--- src/logic/tap_instr_pkg.sv ---
package tap_instr_pkg;

    // instruction and data register words
    typedef logic [31:0] instr_t;
    typedef logic [31:0] data_word_t;

    // supported instructions
    localparam instr_t IDCODE_INSTR = 32'h55555555;
    localparam instr_t BYPASS_INSTR = 32'hFFFFFFFF;
    localparam instr_t CUSTOM_INSTR = 32'h0A0B0C0D;

    // data register selection, exactly one bit set
    typedef struct packed {
        logic sel_idcode;
        logic sel_custom;
        logic sel_bypass;
    } dr_select_t;

endpackage

--- src/logic/tap_state_pkg.sv ---
package tap_state_pkg;

    // IEEE 1149.1 TAP states, numbered as on the LED display
    typedef enum logic [3:0] {
        TEST_LOGIC_RESET = 4'd0,
        RUN_TEST_IDLE    = 4'd1,
        // data register branch
        SELECT_DR_SCAN   = 4'd2,
        CAPTURE_DR       = 4'd3,
        SHIFT_DR         = 4'd4,
        EXIT1_DR         = 4'd5,
        PAUSE_DR         = 4'd6,
        EXIT2_DR         = 4'd7,
        UPDATE_DR        = 4'd8,
        // instruction register branch
        SELECT_IR_SCAN   = 4'd9,
        CAPTURE_IR       = 4'd10,
        SHIFT_IR         = 4'd11,
        EXIT1_IR         = 4'd12,
        PAUSE_IR         = 4'd13,
        EXIT2_IR         = 4'd14,
        UPDATE_IR        = 4'd15
    } tap_state_t;

    // six board LEDs, lit when low
    typedef logic [5:0] led_t;

    // one-cycle strobes from the controller to the register blocks
    typedef struct packed {
        logic capture_ir;
        logic shift_ir;
        logic update_ir;
        logic capture_dr;
        logic shift_dr;
        logic update_dr;
        logic logic_reset;
    } tap_ctrl_t;

endpackage

--- src/logic/data_register_bank.sv ---
`timescale 1ns/10ps

module data_register_bank
    import tap_state_pkg::*;
    import tap_instr_pkg::*;
#(
    parameter data_word_t JTAG_ID     = 32'h12345678,
    parameter data_word_t CUSTOM_INIT = 32'h0A0B0C0D
) (
    input  logic       jtag_clk,
    input  logic       sys_rst_n,
    input  tap_ctrl_t  ctrl,
    input  dr_select_t dr_select,
    input  logic       jtag_tdi,
    output logic       dr_serial
);

    data_word_t idcode_q;
    data_word_t custom_q;
    data_word_t capture_word;
    data_word_t chain_word;
    logic       word_sel;
    logic       word_serial;
    logic       write_back_q;
    logic       bypass_word;
    logic       bypass_serial;

    // IDCODE and custom share one 32-bit chain
    assign word_sel     = dr_select.sel_idcode || dr_select.sel_custom;
    assign capture_word = dr_select.sel_custom ? custom_q : idcode_q;

    scan_register #(
        .payload_t (data_word_t)
    ) u_dr_chain (
        .jtag_clk      (jtag_clk),
        .sys_rst_n     (sys_rst_n),
        .reset_value   (JTAG_ID),
        .capture       (ctrl.capture_dr && word_sel),
        .capture_value (capture_word),
        .shift         (ctrl.shift_dr && word_sel),
        .tdi           (jtag_tdi),
        .update        (ctrl.update_dr && word_sel),
        .parallel_out  (chain_word),
        .serial_out    (word_serial)
    );

    // one-bit bypass, captures its own last update
    scan_register #(
        .payload_t (logic)
    ) u_bypass_chain (
        .jtag_clk      (jtag_clk),
        .sys_rst_n     (sys_rst_n),
        .reset_value   (1'b0),
        .capture       (ctrl.capture_dr && dr_select.sel_bypass),
        .capture_value (bypass_word),
        .shift         (ctrl.shift_dr && dr_select.sel_bypass),
        .tdi           (jtag_tdi),
        .update        (ctrl.update_dr && dr_select.sel_bypass),
        .parallel_out  (bypass_word),
        .serial_out    (bypass_serial)
    );

    // chain update stage lands in the selected register on the next edge,
    // state is still UPDATE_DR there so no capture can see the gap
    always_ff @(posedge jtag_clk)
    begin
        if (!sys_rst_n)
        begin
            write_back_q <= 1'b0;
            idcode_q     <= JTAG_ID;
            custom_q     <= CUSTOM_INIT;
        end
        else
        begin
            write_back_q <= ctrl.update_dr && word_sel;
            if (write_back_q && dr_select.sel_idcode)
            begin
                idcode_q <= chain_word;
            end
            if (write_back_q && dr_select.sel_custom)
            begin
                custom_q <= chain_word;
            end
        end
    end

    assign dr_serial = dr_select.sel_bypass ? bypass_serial : word_serial;

    a_select_onehot: assert property (
        @(posedge jtag_clk) disable iff (!sys_rst_n)
        $onehot({dr_select.sel_idcode, dr_select.sel_custom, dr_select.sel_bypass})
    );

endmodule

--- src/logic/instruction_register.sv ---
`timescale 1ns/10ps

module instruction_register
    import tap_state_pkg::*;
    import tap_instr_pkg::*;
(
    input  logic       jtag_clk,
    input  logic       sys_rst_n,
    input  tap_ctrl_t  ctrl,
    input  logic       jtag_tdi,
    output dr_select_t dr_select,
    output logic       ir_serial
);

    instr_t instr;
    logic   ir_rst_n;

    // TEST_LOGIC_RESET reloads IDCODE through the chain's own reset
    assign ir_rst_n = sys_rst_n && !ctrl.logic_reset;

    // capture loads the current instruction for read-back
    scan_register #(
        .payload_t (instr_t)
    ) u_ir_chain (
        .jtag_clk      (jtag_clk),
        .sys_rst_n     (ir_rst_n),
        .reset_value   (IDCODE_INSTR),
        .capture       (ctrl.capture_ir),
        .capture_value (instr),
        .shift         (ctrl.shift_ir),
        .tdi           (jtag_tdi),
        .update        (ctrl.update_ir),
        .parallel_out  (instr),
        .serial_out    (ir_serial)
    );

    // anything not recognised falls back to bypass
    always_comb
    begin
        dr_select = '0;
        case (instr)
            IDCODE_INSTR: dr_select.sel_idcode = 1'b1;
            CUSTOM_INSTR: dr_select.sel_custom = 1'b1;
            BYPASS_INSTR: dr_select.sel_bypass = 1'b1;
            default:      dr_select.sel_bypass = 1'b1;
        endcase
    end

endmodule

--- src/logic/jtag_tap_top.sv ---
`timescale 1ns/10ps

module jtag_tap_top
    import tap_state_pkg::*;
    import tap_instr_pkg::*;
#(
    parameter data_word_t JTAG_ID     = 32'h12345678,
    parameter data_word_t CUSTOM_INIT = 32'h0A0B0C0D
) (
    input  logic jtag_clk,
    input  logic sys_rst_n,
    input  logic jtag_tms,
    input  logic jtag_tdi,
    output logic jtag_tdo,
    output led_t led
);

    tap_ctrl_t  ctrl;
    dr_select_t dr_select;
    logic       ir_serial;
    logic       dr_serial;

    tap_controller u_tap_controller (
        .jtag_clk  (jtag_clk),
        .sys_rst_n (sys_rst_n),
        .jtag_tms  (jtag_tms),
        .ir_serial (ir_serial),
        .dr_serial (dr_serial),
        .ctrl      (ctrl),
        .led       (led),
        .jtag_tdo  (jtag_tdo)
    );

    instruction_register u_instruction_register (
        .jtag_clk  (jtag_clk),
        .sys_rst_n (sys_rst_n),
        .ctrl      (ctrl),
        .jtag_tdi  (jtag_tdi),
        .dr_select (dr_select),
        .ir_serial (ir_serial)
    );

    data_register_bank #(
        .JTAG_ID     (JTAG_ID),
        .CUSTOM_INIT (CUSTOM_INIT)
    ) u_data_register_bank (
        .jtag_clk  (jtag_clk),
        .sys_rst_n (sys_rst_n),
        .ctrl      (ctrl),
        .dr_select (dr_select),
        .jtag_tdi  (jtag_tdi),
        .dr_serial (dr_serial)
    );

endmodule

--- src/logic/scan_register.sv ---
`timescale 1ns/10ps

module scan_register #(
    parameter type payload_t = logic
) (
    input  logic     jtag_clk,
    input  logic     sys_rst_n,
    input  payload_t reset_value,
    input  logic     capture,
    input  payload_t capture_value,
    input  logic     shift,
    input  logic     tdi,
    input  logic     update,
    output payload_t parallel_out,
    output logic     serial_out
);

    localparam int W = $bits(payload_t);

    logic [W-1:0] chain_q;
    logic [W-1:0] chain_shifted;
    logic         save_q;
    payload_t     update_q;

    // shift right, new bit enters at the top
    always_comb
    begin
        chain_shifted = chain_q >> 1;
        chain_shifted[W-1] = tdi;
    end

    always_ff @(posedge jtag_clk)
    begin
        if (!sys_rst_n)
        begin
            chain_q  <= '0;
            save_q   <= 1'b0;
            update_q <= reset_value;
        end
        else
        begin
            if (capture)
            begin
                chain_q <= capture_value;
            end
            else if (shift)
            begin
                // keep bit 0 for the falling-edge TDO register
                save_q  <= chain_q[0];
                chain_q <= chain_shifted;
            end
            if (update)
            begin
                update_q <= chain_q;
            end
        end
    end

    assign parallel_out = update_q;
    assign serial_out   = save_q;

    a_capture_shift: assert property (
        @(posedge jtag_clk) disable iff (!sys_rst_n)
        !(capture && shift)
    );

endmodule

--- src/logic/tap_controller.sv ---
`timescale 1ns/10ps

module tap_controller
    import tap_state_pkg::*;
(
    input  logic      jtag_clk,
    input  logic      sys_rst_n,
    input  logic      jtag_tms,
    input  logic      ir_serial,
    input  logic      dr_serial,
    output tap_ctrl_t ctrl,
    output led_t      led,
    output logic      jtag_tdo
);

    tap_state_t state_q;
    tap_state_t state_d;
    logic       tdo_q;

    // next state table, one step per rising edge
    always_comb
    begin
        state_d = state_q;
        case (state_q)
            TEST_LOGIC_RESET: state_d = jtag_tms ? TEST_LOGIC_RESET : RUN_TEST_IDLE;
            RUN_TEST_IDLE:    state_d = jtag_tms ? SELECT_DR_SCAN   : RUN_TEST_IDLE;
            SELECT_DR_SCAN:   state_d = jtag_tms ? SELECT_IR_SCAN   : CAPTURE_DR;
            CAPTURE_DR:       state_d = jtag_tms ? EXIT1_DR         : SHIFT_DR;
            SHIFT_DR:         state_d = jtag_tms ? EXIT1_DR         : SHIFT_DR;
            EXIT1_DR:         state_d = jtag_tms ? UPDATE_DR        : PAUSE_DR;
            PAUSE_DR:         state_d = jtag_tms ? EXIT2_DR         : PAUSE_DR;
            EXIT2_DR:         state_d = jtag_tms ? UPDATE_DR        : SHIFT_DR;
            UPDATE_DR:        state_d = jtag_tms ? SELECT_DR_SCAN   : RUN_TEST_IDLE;
            SELECT_IR_SCAN:   state_d = jtag_tms ? TEST_LOGIC_RESET : CAPTURE_IR;
            CAPTURE_IR:       state_d = jtag_tms ? EXIT1_IR         : SHIFT_IR;
            SHIFT_IR:         state_d = jtag_tms ? EXIT1_IR         : SHIFT_IR;
            EXIT1_IR:         state_d = jtag_tms ? UPDATE_IR        : PAUSE_IR;
            PAUSE_IR:         state_d = jtag_tms ? EXIT2_IR         : PAUSE_IR;
            EXIT2_IR:         state_d = jtag_tms ? UPDATE_IR        : SHIFT_IR;
            UPDATE_IR:        state_d = jtag_tms ? SELECT_DR_SCAN   : RUN_TEST_IDLE;
            default:          state_d = TEST_LOGIC_RESET;
        endcase
    end

    always_ff @(posedge jtag_clk)
    begin
        if (!sys_rst_n)
        begin
            state_q <= TEST_LOGIC_RESET;
        end
        else
        begin
            state_q <= state_d;
        end
    end

    // capture and update act on the edge that leaves the select / exit state
    assign ctrl.capture_dr  = (state_q == SELECT_DR_SCAN) && !jtag_tms;
    assign ctrl.capture_ir  = (state_q == SELECT_IR_SCAN) && !jtag_tms;
    // the edge out of SHIFT still shifts
    assign ctrl.shift_dr    = (state_q == SHIFT_DR);
    assign ctrl.shift_ir    = (state_q == SHIFT_IR);
    assign ctrl.update_dr   = ((state_q == EXIT1_DR) || (state_q == EXIT2_DR)) && jtag_tms;
    assign ctrl.update_ir   = ((state_q == EXIT1_IR) || (state_q == EXIT2_IR)) && jtag_tms;
    assign ctrl.logic_reset = (state_q == TEST_LOGIC_RESET);

    // LEDs are active low, so show the inverted state number
    assign led = ~{2'b00, state_q};

    // TDO moves on the falling edge, half a cycle after the save bit is loaded
    always_ff @(negedge jtag_clk)
    begin
        if (!sys_rst_n)
        begin
            tdo_q <= 1'b0;
        end
        else if (state_q == SHIFT_IR)
        begin
            tdo_q <= ir_serial;
        end
        else if (state_q == SHIFT_DR)
        begin
            tdo_q <= dr_serial;
        end
    end

    assign jtag_tdo = tdo_q;

    // scan operations are mutually exclusive across both register blocks
    a_strobe_exclusive: assert property (
        @(posedge jtag_clk) disable iff (!sys_rst_n)
        $onehot0({ctrl.capture_ir, ctrl.shift_ir, ctrl.update_ir,
                  ctrl.capture_dr, ctrl.shift_dr, ctrl.update_dr})
    );

    // five tms ones reach TEST_LOGIC_RESET from any state
    a_tms_reset: assert property (
        @(posedge jtag_clk) disable iff (!sys_rst_n)
        (jtag_tms && $past(jtag_tms) && $past(jtag_tms, 2) && $past(jtag_tms, 3)
         && $past(jtag_tms, 4)) |=> ctrl.logic_reset
    );

endmodule

--- config.mk ---
export PLATFORM = sky130hd
export DESIGN_NAME = jtag_tap_top
export DESIGN_NICKNAME = d
export VERILOG_FILES = /design/src/logic/tap_instr_pkg.sv /design/src/logic/tap_state_pkg.sv /design/src/logic/data_register_bank.sv /design/src/logic/instruction_register.sv /design/src/logic/jtag_tap_top.sv /design/src/logic/scan_register.sv /design/src/logic/tap_controller.sv
export SDC_FILE = /design/constraint.sdc
export NUM_CORES = 1
export LEC_CHECK = 0
export BUFFER_PORTS_ARGS = -buffer_cell sky130_fd_sc_hd__buf_2
export CORE_ASPECT_RATIO = 0.8
export CORE_MARGIN = 3
export CORE_UTILIZATION = 30
export CTS_BUF_LIST = sky130_fd_sc_hd__clkbuf_8 sky130_fd_sc_hd__clkbuf_16
export DETAILED_ROUTE_END_ITERATION = 10
export HOLD_SLACK_MARGIN = 0.15
export MAX_ROUTING_LAYER = met4
export PLACE_DENSITY = 0.52
export SKIP_LAST_GASP = 1
export SLEW_MARGIN = 10
export SYNTH_ARGS = -nofsm -noshare
export SYNTH_HDL_FRONTEND = slang
export SYNTH_HIERARCHICAL = 1
export SYNTH_SLANG_ARGS = --single-unit
--- constraint.sdc ---
create_clock -name jtag_clk -period 3.6 [get_ports jtag_clk]
set_input_delay 0.72 -clock jtag_clk [delete_from_list [all_inputs] [get_ports jtag_clk]]
set_output_delay 0.72 -clock jtag_clk [all_outputs]
set_load 0.005 [all_outputs]
# Word level (Yosys, flattened, before mapping)
# Cells that the tools add are included.
[op_classes]
n_bitwise = 4
n_reduce_logical = 30
muxes = 26
n_eq_ne = 17
[ops]
columns = ["operator", "n"]
rows = [
  ["32-bit 2-to-1 mux", 5],
  ["4-bit one-hot mux with 12 select lines", 1],
  ["32-bit by 28-bit equality test with 1-bit output (second input constant)", 1],
  ["32-bit by 31-bit equality test with 1-bit output (second input constant)", 1],
  ["4-bit equality test (second input constant)", 8],
  ["4-bit by 3-bit equality test with 1-bit output (second input constant)", 4],
  ["4-bit 2-to-1 mux", 4],
  ["1-bit logical AND", 13],
  ["1-bit 2-to-1 mux", 11],
  ["4-bit by 2-bit equality test with 1-bit output (second input constant)", 2],
  ["2-bit nonzero test", 4],
  ["2-bit 2-to-1 mux", 3],
  ["3-bit 2-to-1 mux", 2],
  ["4-bit NOT with 6-bit output", 1],
  ["2-bit AND reduction", 3],
  ["2-bit OR reduction", 3],
  ["4-bit by 1-bit equality test with 1-bit output (second input constant)", 1],
  ["4-bit logical NOT", 1],
  ["1-bit logical OR", 3],
  ["1-bit NOT", 3],
  ["3-bit OR reduction", 1],
  ["1-bit logical NOT", 2],
]
[word_totals]
word_cells = 91
inputBits = 4
regBits = 203
output_inout_bits = 7

# Depth between registers and ports, before layout
# Gate-level depths: netlist (run 1).
[depth]
ltp_word = 6
ltp_mapped = 11
mapped_depth_nobuf = 9

# Modules after synthesis
# Netlist (run 1), hierarchy kept.
[by_module_without_submodules]
columns = ["module", "instances", "area_each_um2", "seq_area_each_um2", "cells_each"]
rows = [
  ["scan_register (u_data_register_bank.u_dr_chain ...)", 2, 2810.2, 1621.6, 215],
  ["data_register_bank", 1, 3211.8, 1301.2, 353],
  ["tap_controller", 1, 454.2, 100.1, 58],
  ["instruction_register", 1, 170.2, 0.0, 24],
  ["scan_register (u_data_register_bank.u_bypass_chain)", 1, 133.9, 70.1, 12],
]

==> results of run 1 <==
-- timing repair --
action,in CTS,in global routing
hold endpoints to repair,0,0
cloned,0,0
setup endpoints to repair,2,2
pin swaps,2,0
setup buffers,2,1
gates resized for setup,1,0
-- cell usage in the layout (no fill, tap or decap), drive strengths merged, types with 25 or more instances in the layout --
master    n
inv      43
o211ai   25
mux2     85
nand4    44
buf      40
edfxtp   65
conb     67
a21oi    67
clkbuf   27
mux2i    69
o21ai   125
dfxtp   138
nand2    57
-- worst paths after layout --
check / depth (start not counted) / end / slack (ns) / startpoint
worst max-delay path: 7 / u_tap_controller/jtag_tdo / -0.24 / u_instruction_register/u_ir_chain/parallel_out[17]
worst min-delay path: 2 / u_data_register_bank/idcode_q[27] / 0.45 / u_data_register_bank/idcode_q[27]
worst max register to register: 7 / u_tap_controller/jtag_tdo / -0.24 / u_instruction_register/u_ir_chain/parallel_out[17]
worst min register to register: 2 / u_data_register_bank/idcode_q[27] / 0.45 / u_data_register_bank/idcode_q[27]
-- cell type report --
type                       instances  share of cell area, %
multi-input combinational        623                   40.8
clock buffer                      27                   5.86
clock inverter                    16                  0.675
sequential                       203                   43.8
tap                              413                   4.80
inverter                          32                   1.12
timing repair buffer              40                   2.90
-- critical path: cells and delay by family, from the launching register on --
kind            cells  cell delay, ns
compound gates      2            0.27
flops               1            0.37
mux                 2            0.42
simple gates        3            0.90
-- logic make-up (layout without fill, tap and decap cells) --
kind of cell           count (synthesis)  in the layout  synth area share (%)
muxes                                154            154                  18.4
other                                  5             67                 0.196
buffers and inverters                113            115                  7.89
AOI/OAI and AO/OA                    227            227                  14.1
and+or+nand+nor                      175            175                  10.2
DFF                                  203            203                  49.2
-- report_power, final --
part / internal [mW] / switching [mW] / leakage, nW / total (mW)
logic: 0.124 / 0.154 / 1.60 / 0.278
clock network: 1.24 / 0.924 / 0.389 / 2.17
registers: 2.46 / 0.0404 / 1.79 / 2.50
-- routing by layer --
layer  wire (microns)  vias up  GRT usage, %  part of all wire (%)
met5                0        -             -                     0
met2             8250       54          17.1                    42
met1            10400     3013          16.8                    53
met3              485       32          1.90                   2.5
li1                 -     3230             -                     -
met4              418        0          2.98                   2.1
-- state kept, by name (all words and copies together), names as in the netlist --
name / cells
u_data_register_bank/custom_q: 32
u_data_register_bank/idcode_q: 32
u_data_register_bank/u_bypass_chain/chain_q: 1
u_data_register_bank/u_bypass_chain/parallel_out: 1
u_data_register_bank/u_bypass_chain/serial_out: 1
u_data_register_bank/u_dr_chain/chain_q: 32
u_data_register_bank/u_dr_chain/parallel_out: 32
u_data_register_bank/u_dr_chain/serial_out: 1
u_data_register_bank/write_back_q: 1
u_instruction_register/u_ir_chain/chain_q: 32
u_instruction_register/u_ir_chain/parallel_out: 32
u_instruction_register/u_ir_chain/serial_out: 1
u_tap_controller/jtag_tdo: 1
u_tap_controller/state_q: 4
-- metrics by stage --
| stage | std cells | worst slack, ns | hold slack [ns] |
|---|---|---|---|
| 3_3_place_gp | 1309 | -0.269 | 0.436 |
| 6_report | 1354 | -0.237 | 0.446 |
| 5_1_grt | 1354 | -0.300 | 0.466 |
| 2_1_floorplan | 939 | -0.138 | 0.428 |
| 4_1_cts | 1353 | -0.254 | 0.449 |
| 3_5_place_dp | 1309 | -0.339 | 0.441 |
==> results.py, run 1 <==
metrics = {
    "global_route": {
        "grt_pass1_vias": 6088,
        "grt_overflow": 0,
        "track_usage_pct": 11.7,
        "antenna_found_initial": 0,
        "grt_start_max_net_pins": 179,
        "grt_pass1_wl_microns": 32400,
    },
    "power": {
        "p_total_mw": 4.94,
        "ir_drop_uv": 390,
        "pwr_density_cell_mw_per_mm2": 459,
        "leakage_nw": 3.78,
    },
    "placement": {
        "dp_hpwl_microns": 11100,
        "place_congestion": 0.742,
        "placed_cell_area_sq_mm": 0.0100,
        "portBuffers": 8,
    },
    "worst_setup_path": {
        "worstSetupPathType": "reg2reg",
        "cp.required_ns": 2.25,
        "cp_max_fo": 2,
        "critPathMaxStageDelay_ns": 0.50,
        "startpoint_type": "flop",
        "cp-end-kind": "flop",
        "cp_slowest_cell": "or4_4",
        "cp_cell_sequence": "and4bb_1, nand4_1, or4_4, a21o_1, mux2_2, mux2i_1, a21oi_1",
        "arrival_ns": 2.49,
    },
    "finish": {
        "multi_input_area_sq_mm": 0.00439,
        "final_core_util_pct": 34.7,
        "nNetsFinal": 928,
        "synthToLayoutAreaGrowth_pct": 12.1,
        "regArea_sq_mm": 0.00472,
        "num_antenna_cells": 0,
        "n_fill_cell": 3168,
        "final_area_sq_mm": 0.0108,
        "drive_above_1_share_pct": 20.6,
    },
    "outcome": {
        "outcome": "complete, but fails checks",
        "violations": "setup timing",
    },
    "clock_network": {
        "cts_buffers": 23,
        "cts_num_sinks": 203,
        "cts_hold_buffers": 0,
        "clk_pin_slew_ns": 0.06,
        "cts_tree": "yes",
        "cts.htree.levels": 1,
        "clk_path_buf_depth": 3,
        "clk_latency_ns": 0.57,
        "root_buffer": "clkbuf_16",
    },
    "synth": {
        "ys_types": 52,
        "yosys.area.top_type": "dfxtp_1",
        "yosysSeqAreaShare_pct": 49.2,
        "synth.area.top_cells": "dfxtp_1, edfxtp_1, mux2i_1",
        "ys.warnings.count": 6,
        "synth_edf_count": 65,
        "ys_top_cells_by_count": "dfxtp_1, o21ai_0, mux2i_1, a21oi_1, edfxtp_1",
        "syn_inst": 877,
        "synth_area_sq_mm": 0.00959,
        "synth.most_common_cell": "dfxtp_1",
        "async_reset_ff_share_pct": 0,
        "yosysTopAreaCellShare_pct": 28.8,
        "dominantRegCellSynth": "dfxtp_1",
        "ys_ff_latch": 203,
        "syn-mean-instance-area_sq_um": 10.9,
    },
    "detailed_routing": {
        "dr.pass1.iters": 5,
        "vias": 6329,
        "wl_per_cell_microns": 14.4,
        "routed_wl_microns": 19500,
        "drcViolationCount": 0,
        "drt_iter0_drc": 389,
        "vias_per_cell": 4.67,
        "ant_nets": 0,
    },
    "job": {
        "max_cap_violations": 0,
    },
    "floorplan": {
        "start_util_pct": 31.0,
        "rows": 57,
        "die-area_sq_mm": 0.0342,
        "io_pins": 11,
        "fp.dieW_microns": 206,
        "core_area_sq_mm": 0.0310,
        "die_y_microns": 166,
    },
    "timing": {
        "timing.setup.tns_ns": -0.237,
        "skew_ns": 0.0730,
        "worstMarginPinSlew_ns": 1.04,
        "fin_ws_ns": -0.237,
        "rsz0062_at_grt": "true",
        "drv_slew": 0,
        "setup_viol": 1,
        "hold_viol": 0,
        "relSlewSlack_pct": 30.7,
    },
    "worst_hold_path": {
        "hp-class": "reg2reg",
    },
}
Power figures use the tool's default switching activity.
==> run 2: changes to the inputs <==
- CORE_UTILIZATION: 30 -> 57
- PLACE_DENSITY: 0.52 -> 0.81
==> run 2 against run 1 <==
  * Worst setup slack improved by 0.094 ns
  * Routed wire length fell by 4.2%
  * Via count grew 2.9%
  * Die area down 46%
  * Largest cell class unchanged
  * The run still ends with setup timing left
  * Hold slack about the same
  * Combinational power grew 1%
  * Clock skew increased by 0.0068 ns
  * Register-to-register slack improved by 0.09 ns
  * Largest power group unchanged
  * Flip-flop and latch count did not move
==> results.py, run 2 (synthesis results as in run 1) <==
metrics = {
    "detailed_routing": {
        "wl_per_cell_microns": 16.3,
        "ant_nets": 0,
        "dr.pass1.iters": 5,
        "drcViolationCount": 0,
        "vias_per_cell": 5.66,
        "drt_iter0_drc": 438,
        "routed_wl_microns": 18700,
        "vias": 6512,
    },
    "power": {
        "swShare_pct": 22.0,
        "pwr-share-clk_pct": 42.5,
        "ir_drop_uv": 528,
        "p_int_mw": 3.77,
        "pwr-share-comb_pct": 5.8,
        "leakage_nw": 3.76,
        "seq_power_share_pct": 51.6,
        "pwr_density_cell_mw_per_mm2": 462,
        "switchingPower_mw": 1.06,
    },
    "timing": {
        "timing.hold.ws_ns": 0.447,
        "rsz0062_at_grt": "true",
        "worstMarginPinSlew_ns": 0.986,
        "hold_viol": 0,
        "fin_ws_ns": -0.143,
        "setup_viol": 1,
        "drv_slew": 0,
        "timing.setup.tns_ns": -0.143,
        "relSlewSlack_pct": 34.2,
        "skew_ns": 0.0798,
    },
    "outcome": {
        "outcome": "complete, but fails checks",
        "violations": "setup timing",
    },
    "clock_network": {
        "cts_hold_buffers": 0,
        "clk_latency_ns": 0.56,
        "clk_path_buf_depth": 3,
        "cts_buffers": 22,
        "cts_num_sinks": 203,
        "cts.htree.levels": 1,
        "clk_pin_slew_ns": 0.06,
        "cts_tree": "yes",
        "root_buffer": "clkbuf_16",
    },
    "worst_setup_path": {
        "arrival_ns": 2.39,
        "endpoint": "u_tap_controller/jtag_tdo",
        "reg2reg_to": "u_tap_controller/jtag_tdo",
        "worstSetupPathType": "reg2reg",
        "reg2reg_from": "u_instruction_register/u_ir_chain/parallel_out[17]",
        "startpoint_type": "flop",
        "r2r_cells": 7,
        "cp.required_ns": 2.25,
        "rrSetupSlack_ns": -0.14,
        "crit_start": "u_instruction_register/u_ir_chain/parallel_out[17]",
        "cp-end-kind": "flop",
        "cp_max_fo": 2,
    },
    "finish": {
        "final_core_util_pct": 65.0,
        "synthToLayoutAreaGrowth_pct": 9.18,
        "n_fill_cell": 1220,
        "final_cell_mix": "dfxtp_1, o21ai_0, mux2i_1",
        "drive_above_1_share_pct": 20.1,
        "final_common_cell": "dfxtp_1",
        "num_antenna_cells": 0,
        "nNetsFinal": 924,
    },
    "global_route": {
        "grt_pass1_wl_microns": 31200,
        "track_usage_pct": 21.2,
        "grt_pass1_vias": 6207,
        "grt_start_max_net_pins": 180,
        "grt_overflow": 0,
        "antenna_found_initial": 0,
    },
    "floorplan": {
        "die_y_microns": 122,
        "io_pins": 11,
        "die-area_sq_mm": 0.0184,
        "start_util_pct": 59.5,
        "fp.dieW_microns": 151,
        "core_area_sq_mm": 0.0161,
        "rows": 41,
    },
    "worst_hold_path": {
        "hp-class": "reg2reg",
    },
    "job": {
        "max_cap_violations": 0,
    },
    "placement": {
        "dp_hpwl_microns": 10800,
        "place_congestion": 0.751,
        "portBuffers": 8,
    },
}
==> run 2: changes by cell type in the layout (fill, tap and decap cells not counted), moves of 2 or more <==
| cell | previous run | this run |
|---|---|---|
| buf_4 | 30 | 25 |
| buf_12 | 2 | 4 |
| clkbuf_8 | 4 | 2 |
| inv_1 | 39 | 41 |
==> run 2: layout make-up <==
cell class / count / area (sq um) / area share [%]
tap: 215 / 269 / 2.57
sequential: 203 / 4720 / 45.0
clock buffer: 25 / 603 / 5.76
clock inverter: 16 / 66.3 / 0.633
multi-input combinational: 623 / 4380 / 41.9
timing repair buffer: 37 / 314 / 3.00
inverter: 32 / 120 / 1.15
==> run 2: worst max-delay path, cell delays in order (launching register included) <==
cell	delay (ns)
edfxtp_1	0.39
and4bb_1	0.27
nand4_1	0.09
or4_4	0.49
a21o_1	0.18
mux2_2	0.26
mux2i_1	0.13
a21oi_1	0.08
==> run 2: worst min path at each step <==
stage | cells past startpoint | start | slack (ns) | endpoint
2_1_floorplan | 2 | u_data_register_bank/idcode_q[0] | 0.43 | u_data_register_bank/idcode_q[0]
3_3_place_gp | 2 | u_data_register_bank/custom_q[12] | 0.44 | u_data_register_bank/custom_q[12]
3_5_place_dp | 2 | u_data_register_bank/custom_q[21] | 0.44 | u_data_register_bank/custom_q[21]
4_1_cts | 2 | u_data_register_bank/idcode_q[27] | 0.45 | u_data_register_bank/idcode_q[27]
5_1_grt | 2 | u_data_register_bank/idcode_q[27] | 0.46 | u_data_register_bank/idcode_q[27]
6_report | 2 | u_data_register_bank/idcode_q[2] | 0.45 | u_data_register_bank/idcode_q[2]
==> run 2: through the flow <==
step / total power, mW / area (sq um) / instances / setup slack (ns)
finish: 4.83 / 10500 / 1151 / -0.143
global route: 5.00 / 10500 / 1151 / -0.277
CTS: 4.87 / 10500 / 1150 / -0.156
detailed placement: 2.82 / 9790 / 1109 / -0.248
global placement: 2.81 / 9790 / 1109 / -0.218
floorplan: 2.75 / 9820 / 939 / -0.138
==> run 2: metal layers <==
| metal | up-vias | global-route usage, % | part of all wire (%) | wire length [microns] |
|---|---|---|---|---|
| met5 | - | - | 0 | 0 |
| met4 | 0 | 4.30 | 1.6 | 294 |
| met3 | 26 | 3.05 | 4.6 | 859 |
| met2 | 160 | 32.3 | 46 | 8570 |
| met1 | 3091 | 30.4 | 48 | 9000 |
| li1 | 3235 | - | - | - |
==> run 2: timing repair <==
| item | in CTS | in global routing |
|---|---|---|
| endpoints found under the hold margin | 0 | 0 |
| gates resized for setup | 1 | 0 |
| pin swaps | 0 | 0 |
| gates cloned | 0 | 0 |
| buffers inserted | 1 | 1 |
| setup endpoints to repair | 1 | 1 |
==> run 2: power by group through the flow <==
stage	registers [mW]	clock network [mW]	logic [mW]
6_report	2.50	2.06	0.282
5_1_grt	2.51	2.19	0.310
4_1_cts	2.50	2.09	0.277
3_5_place_dp	2.54	0.00348	0.271
3_3_place_gp	2.54	0.00348	0.268
2_1_floorplan	2.53	0.00348	0.216
==> run 3: changes to the inputs <==
==> constraint.sdc (replaced) <==
create_clock -name jtag_clk -period 3.9 [get_ports jtag_clk]
set_input_delay 0.195 -clock jtag_clk [delete_from_list [all_inputs] [get_ports jtag_clk]]
set_output_delay 0.195 -clock jtag_clk [all_outputs]
set_load 0.005 [all_outputs]
==> run 3 against run 2 <==
  * The run still ends with setup timing left
  * Power is 7.9% lower
  * Die area unchanged
  * Register-to-register slack improved by 0.14 ns
==> results.py, run 3 (synthesis results as in run 1) <==
metrics = {
    "floorplan": {
        "core_area_sq_mm": 0.0161,
        "fp.dieW_microns": 151,
        "start_util_pct": 59.5,
        "io_pins": 11,
        "rows": 41,
        "die_y_microns": 122,
        "die-area_sq_mm": 0.0184,
    },
    "worst_setup_path": {
        "critPathMaxStageDelay_ns": 0.49,
        "cp.depth": 7,
        "cp_max_fo": 2,
        "crit_family": "simple AND/OR/NAND/NOR gates",
        "cp-end-kind": "flop",
        "worstSetupPathType": "reg2reg",
        "cp_slowest_cell": "or4_4",
        "arrival_ns": 2.39,
        "cp.required_ns": 2.38,
        "r2r_cells": 7,
        "critPathBufInv": 0,
        "startpoint_type": "flop",
        "cp_cell_sequence": "and4bb_1, nand4_1, or4_4, a21o_1, mux2_2, mux2i_1, a21oi_1",
    },
    "placement": {
        "place_congestion": 0.753,
        "placed_cell_area_sq_mm": 0.00973,
        "dp_hpwl_microns": 10500,
        "dp_cells": 1105,
        "portBuffers": 8,
    },
    "clock_network": {
        "root_buffer": "clkbuf_16",
        "clk_path_buf_depth": 3,
        "cts.htree.levels": 1,
        "cts_buffers": 21,
        "cts_num_sinks": 203,
        "clk_latency_ns": 0.54,
        "clk_pin_slew_ns": 0.06,
        "cts_tree": "yes",
    },
    "outcome": {
        "violations": "setup timing",
        "outcome": "complete, but fails checks",
    },
    "detailed_routing": {
        "vias_per_cell": 5.66,
        "wl_per_cell_microns": 16.1,
        "drcViolationCount": 0,
        "drt_iter0_drc": 433,
        "ant_nets": 0,
        "vias": 6486,
        "dr.pass1.iters": 5,
        "routed_wl_microns": 18400,
    },
    "finish": {
        "final_common_cell": "dfxtp_1",
        "final_cells": 1146,
        "nNetsFinal": 921,
        "num_antenna_cells": 0,
        "final_cell_mix": "dfxtp_1, o21ai_0, mux2i_1",
        "final_core_util_pct": 64.7,
        "drive_above_1_share_pct": 19.8,
        "synthToLayoutAreaGrowth_pct": 8.64,
        "final_area_sq_mm": 0.0104,
    },
    "global_route": {
        "grt_pass1_vias": 6137,
        "grt_pass1_wl_microns": 30900,
        "track_usage_pct": 21.0,
        "grt_start_max_net_pins": 92,
        "grt_overflow": 0,
        "antenna_found_initial": 0,
    },
    "timing": {
        "fin_ws_ns": -0.00800,
        "worstMarginPinSlew_ns": 1.04,
        "drv_slew": 0,
        "relSlewSlack_pct": 31.0,
        "timing.hold.ws_ns": 0.226,
        "hold_viol": 0,
        "setup_viol": 1,
        "skew_ns": 0.0647,
        "rsz0062_at_grt": "true",
    },
    "power": {
        "pwr_density_cell_mw_per_mm2": 427,
        "swShare_pct": 21.9,
        "p_int_mw": 3.48,
        "leakage_nw": 3.72,
        "pwr-share-comb_pct": 5.7,
        "p_total_mw": 4.45,
        "ir_drop_uv": 376,
        "switchingPower_mw": 0.974,
        "seq_power_share_pct": 51.8,
        "pwr-share-clk_pct": 42.5,
    },
    "worst_hold_path": {
        "hp-class": "in2reg",
        "hold_path_depth": 3,
    },
    "job": {
        "max_cap_violations": 0,
    },
}
-- run 3: changes by cell type in the layout (fill, tap and decap cells not counted), sizes merged --
cell         delta
inv             -5
buf             -4
clkinv          +2
dlygate4sd3     +2
bufinv          +1
clkbuf          -1
-- run 3: area by class of cell --
class                      instances  area [sq um]
clock buffer                      24           567
clock inverter                    14          85.1
fill                            1227          5690
inverter                          32           120
multi-input combinational        623          4380
sequential                       203          4720
tap                              215           269
timing repair buffer              35           279
-- run 3: path summary, 6_finish.rpt --
check                                                                         from                                            to  slack (ns)
worst max-delay path            u_instruction_register/u_ir_chain/parallel_out[17]                     u_tap_controller/jtag_tdo      -0.008
worst min-delay path                                                     sys_rst_n  u_instruction_register/u_ir_chain/serial_out        0.23
worst max register to register  u_instruction_register/u_ir_chain/parallel_out[17]                     u_tap_controller/jtag_tdo      -0.008
worst min register to register                    u_data_register_bank/custom_q[4]              u_data_register_bank/custom_q[4]        0.45
-- run 3: what timing repair did --
action                     in CTS  in global routing
setup buffers                   1                  1
resized for setup               1                  0
setup endpoints to repair       1                  1
hold endpoints to repair        6                  0
pin swaps                       0                  1
hold buffers                    2                  0
-- run 3: worst min-delay path: stages --
cell     delay [ns]
buf_6          0.11
nor2b_4        0.20
nor2b_1        0.16
-- run 3: power groups by stage --
stage / Combinational (mW) / Sequential (mW) / Clock (mW)
3_5_place_dp: 0.241 / 2.35 / 0.00321
2_1_floorplan: 0.199 / 2.34 / 0.00321
3_3_place_gp: 0.237 / 2.35 / 0.00321
5_1_grt: 0.279 / 2.32 / 2.00
6_report: 0.253 / 2.31 / 1.89
4_1_cts: 0.247 / 2.31 / 1.93
-- run 3: metrics by stage --
stage	worst slack (ns)	TNS, ns
final	-0.00800	-0.00800
after global routing	-0.113	-0.113
after CTS	-0.00752	-0.00752
after detailed placement	-0.0808	-0.0808
after global placement	-0.0585	-0.0585
after floorplan	0.0123	0
-- run 3: metal layers --
metal	wire (microns)	vias up	GRT usage, %
met1	8670	3123	29.4
met5	0	-	-
li1	-	3206	-
met4	314	0	5.10
met3	900	27	2.79
met2	8540	130	32.6
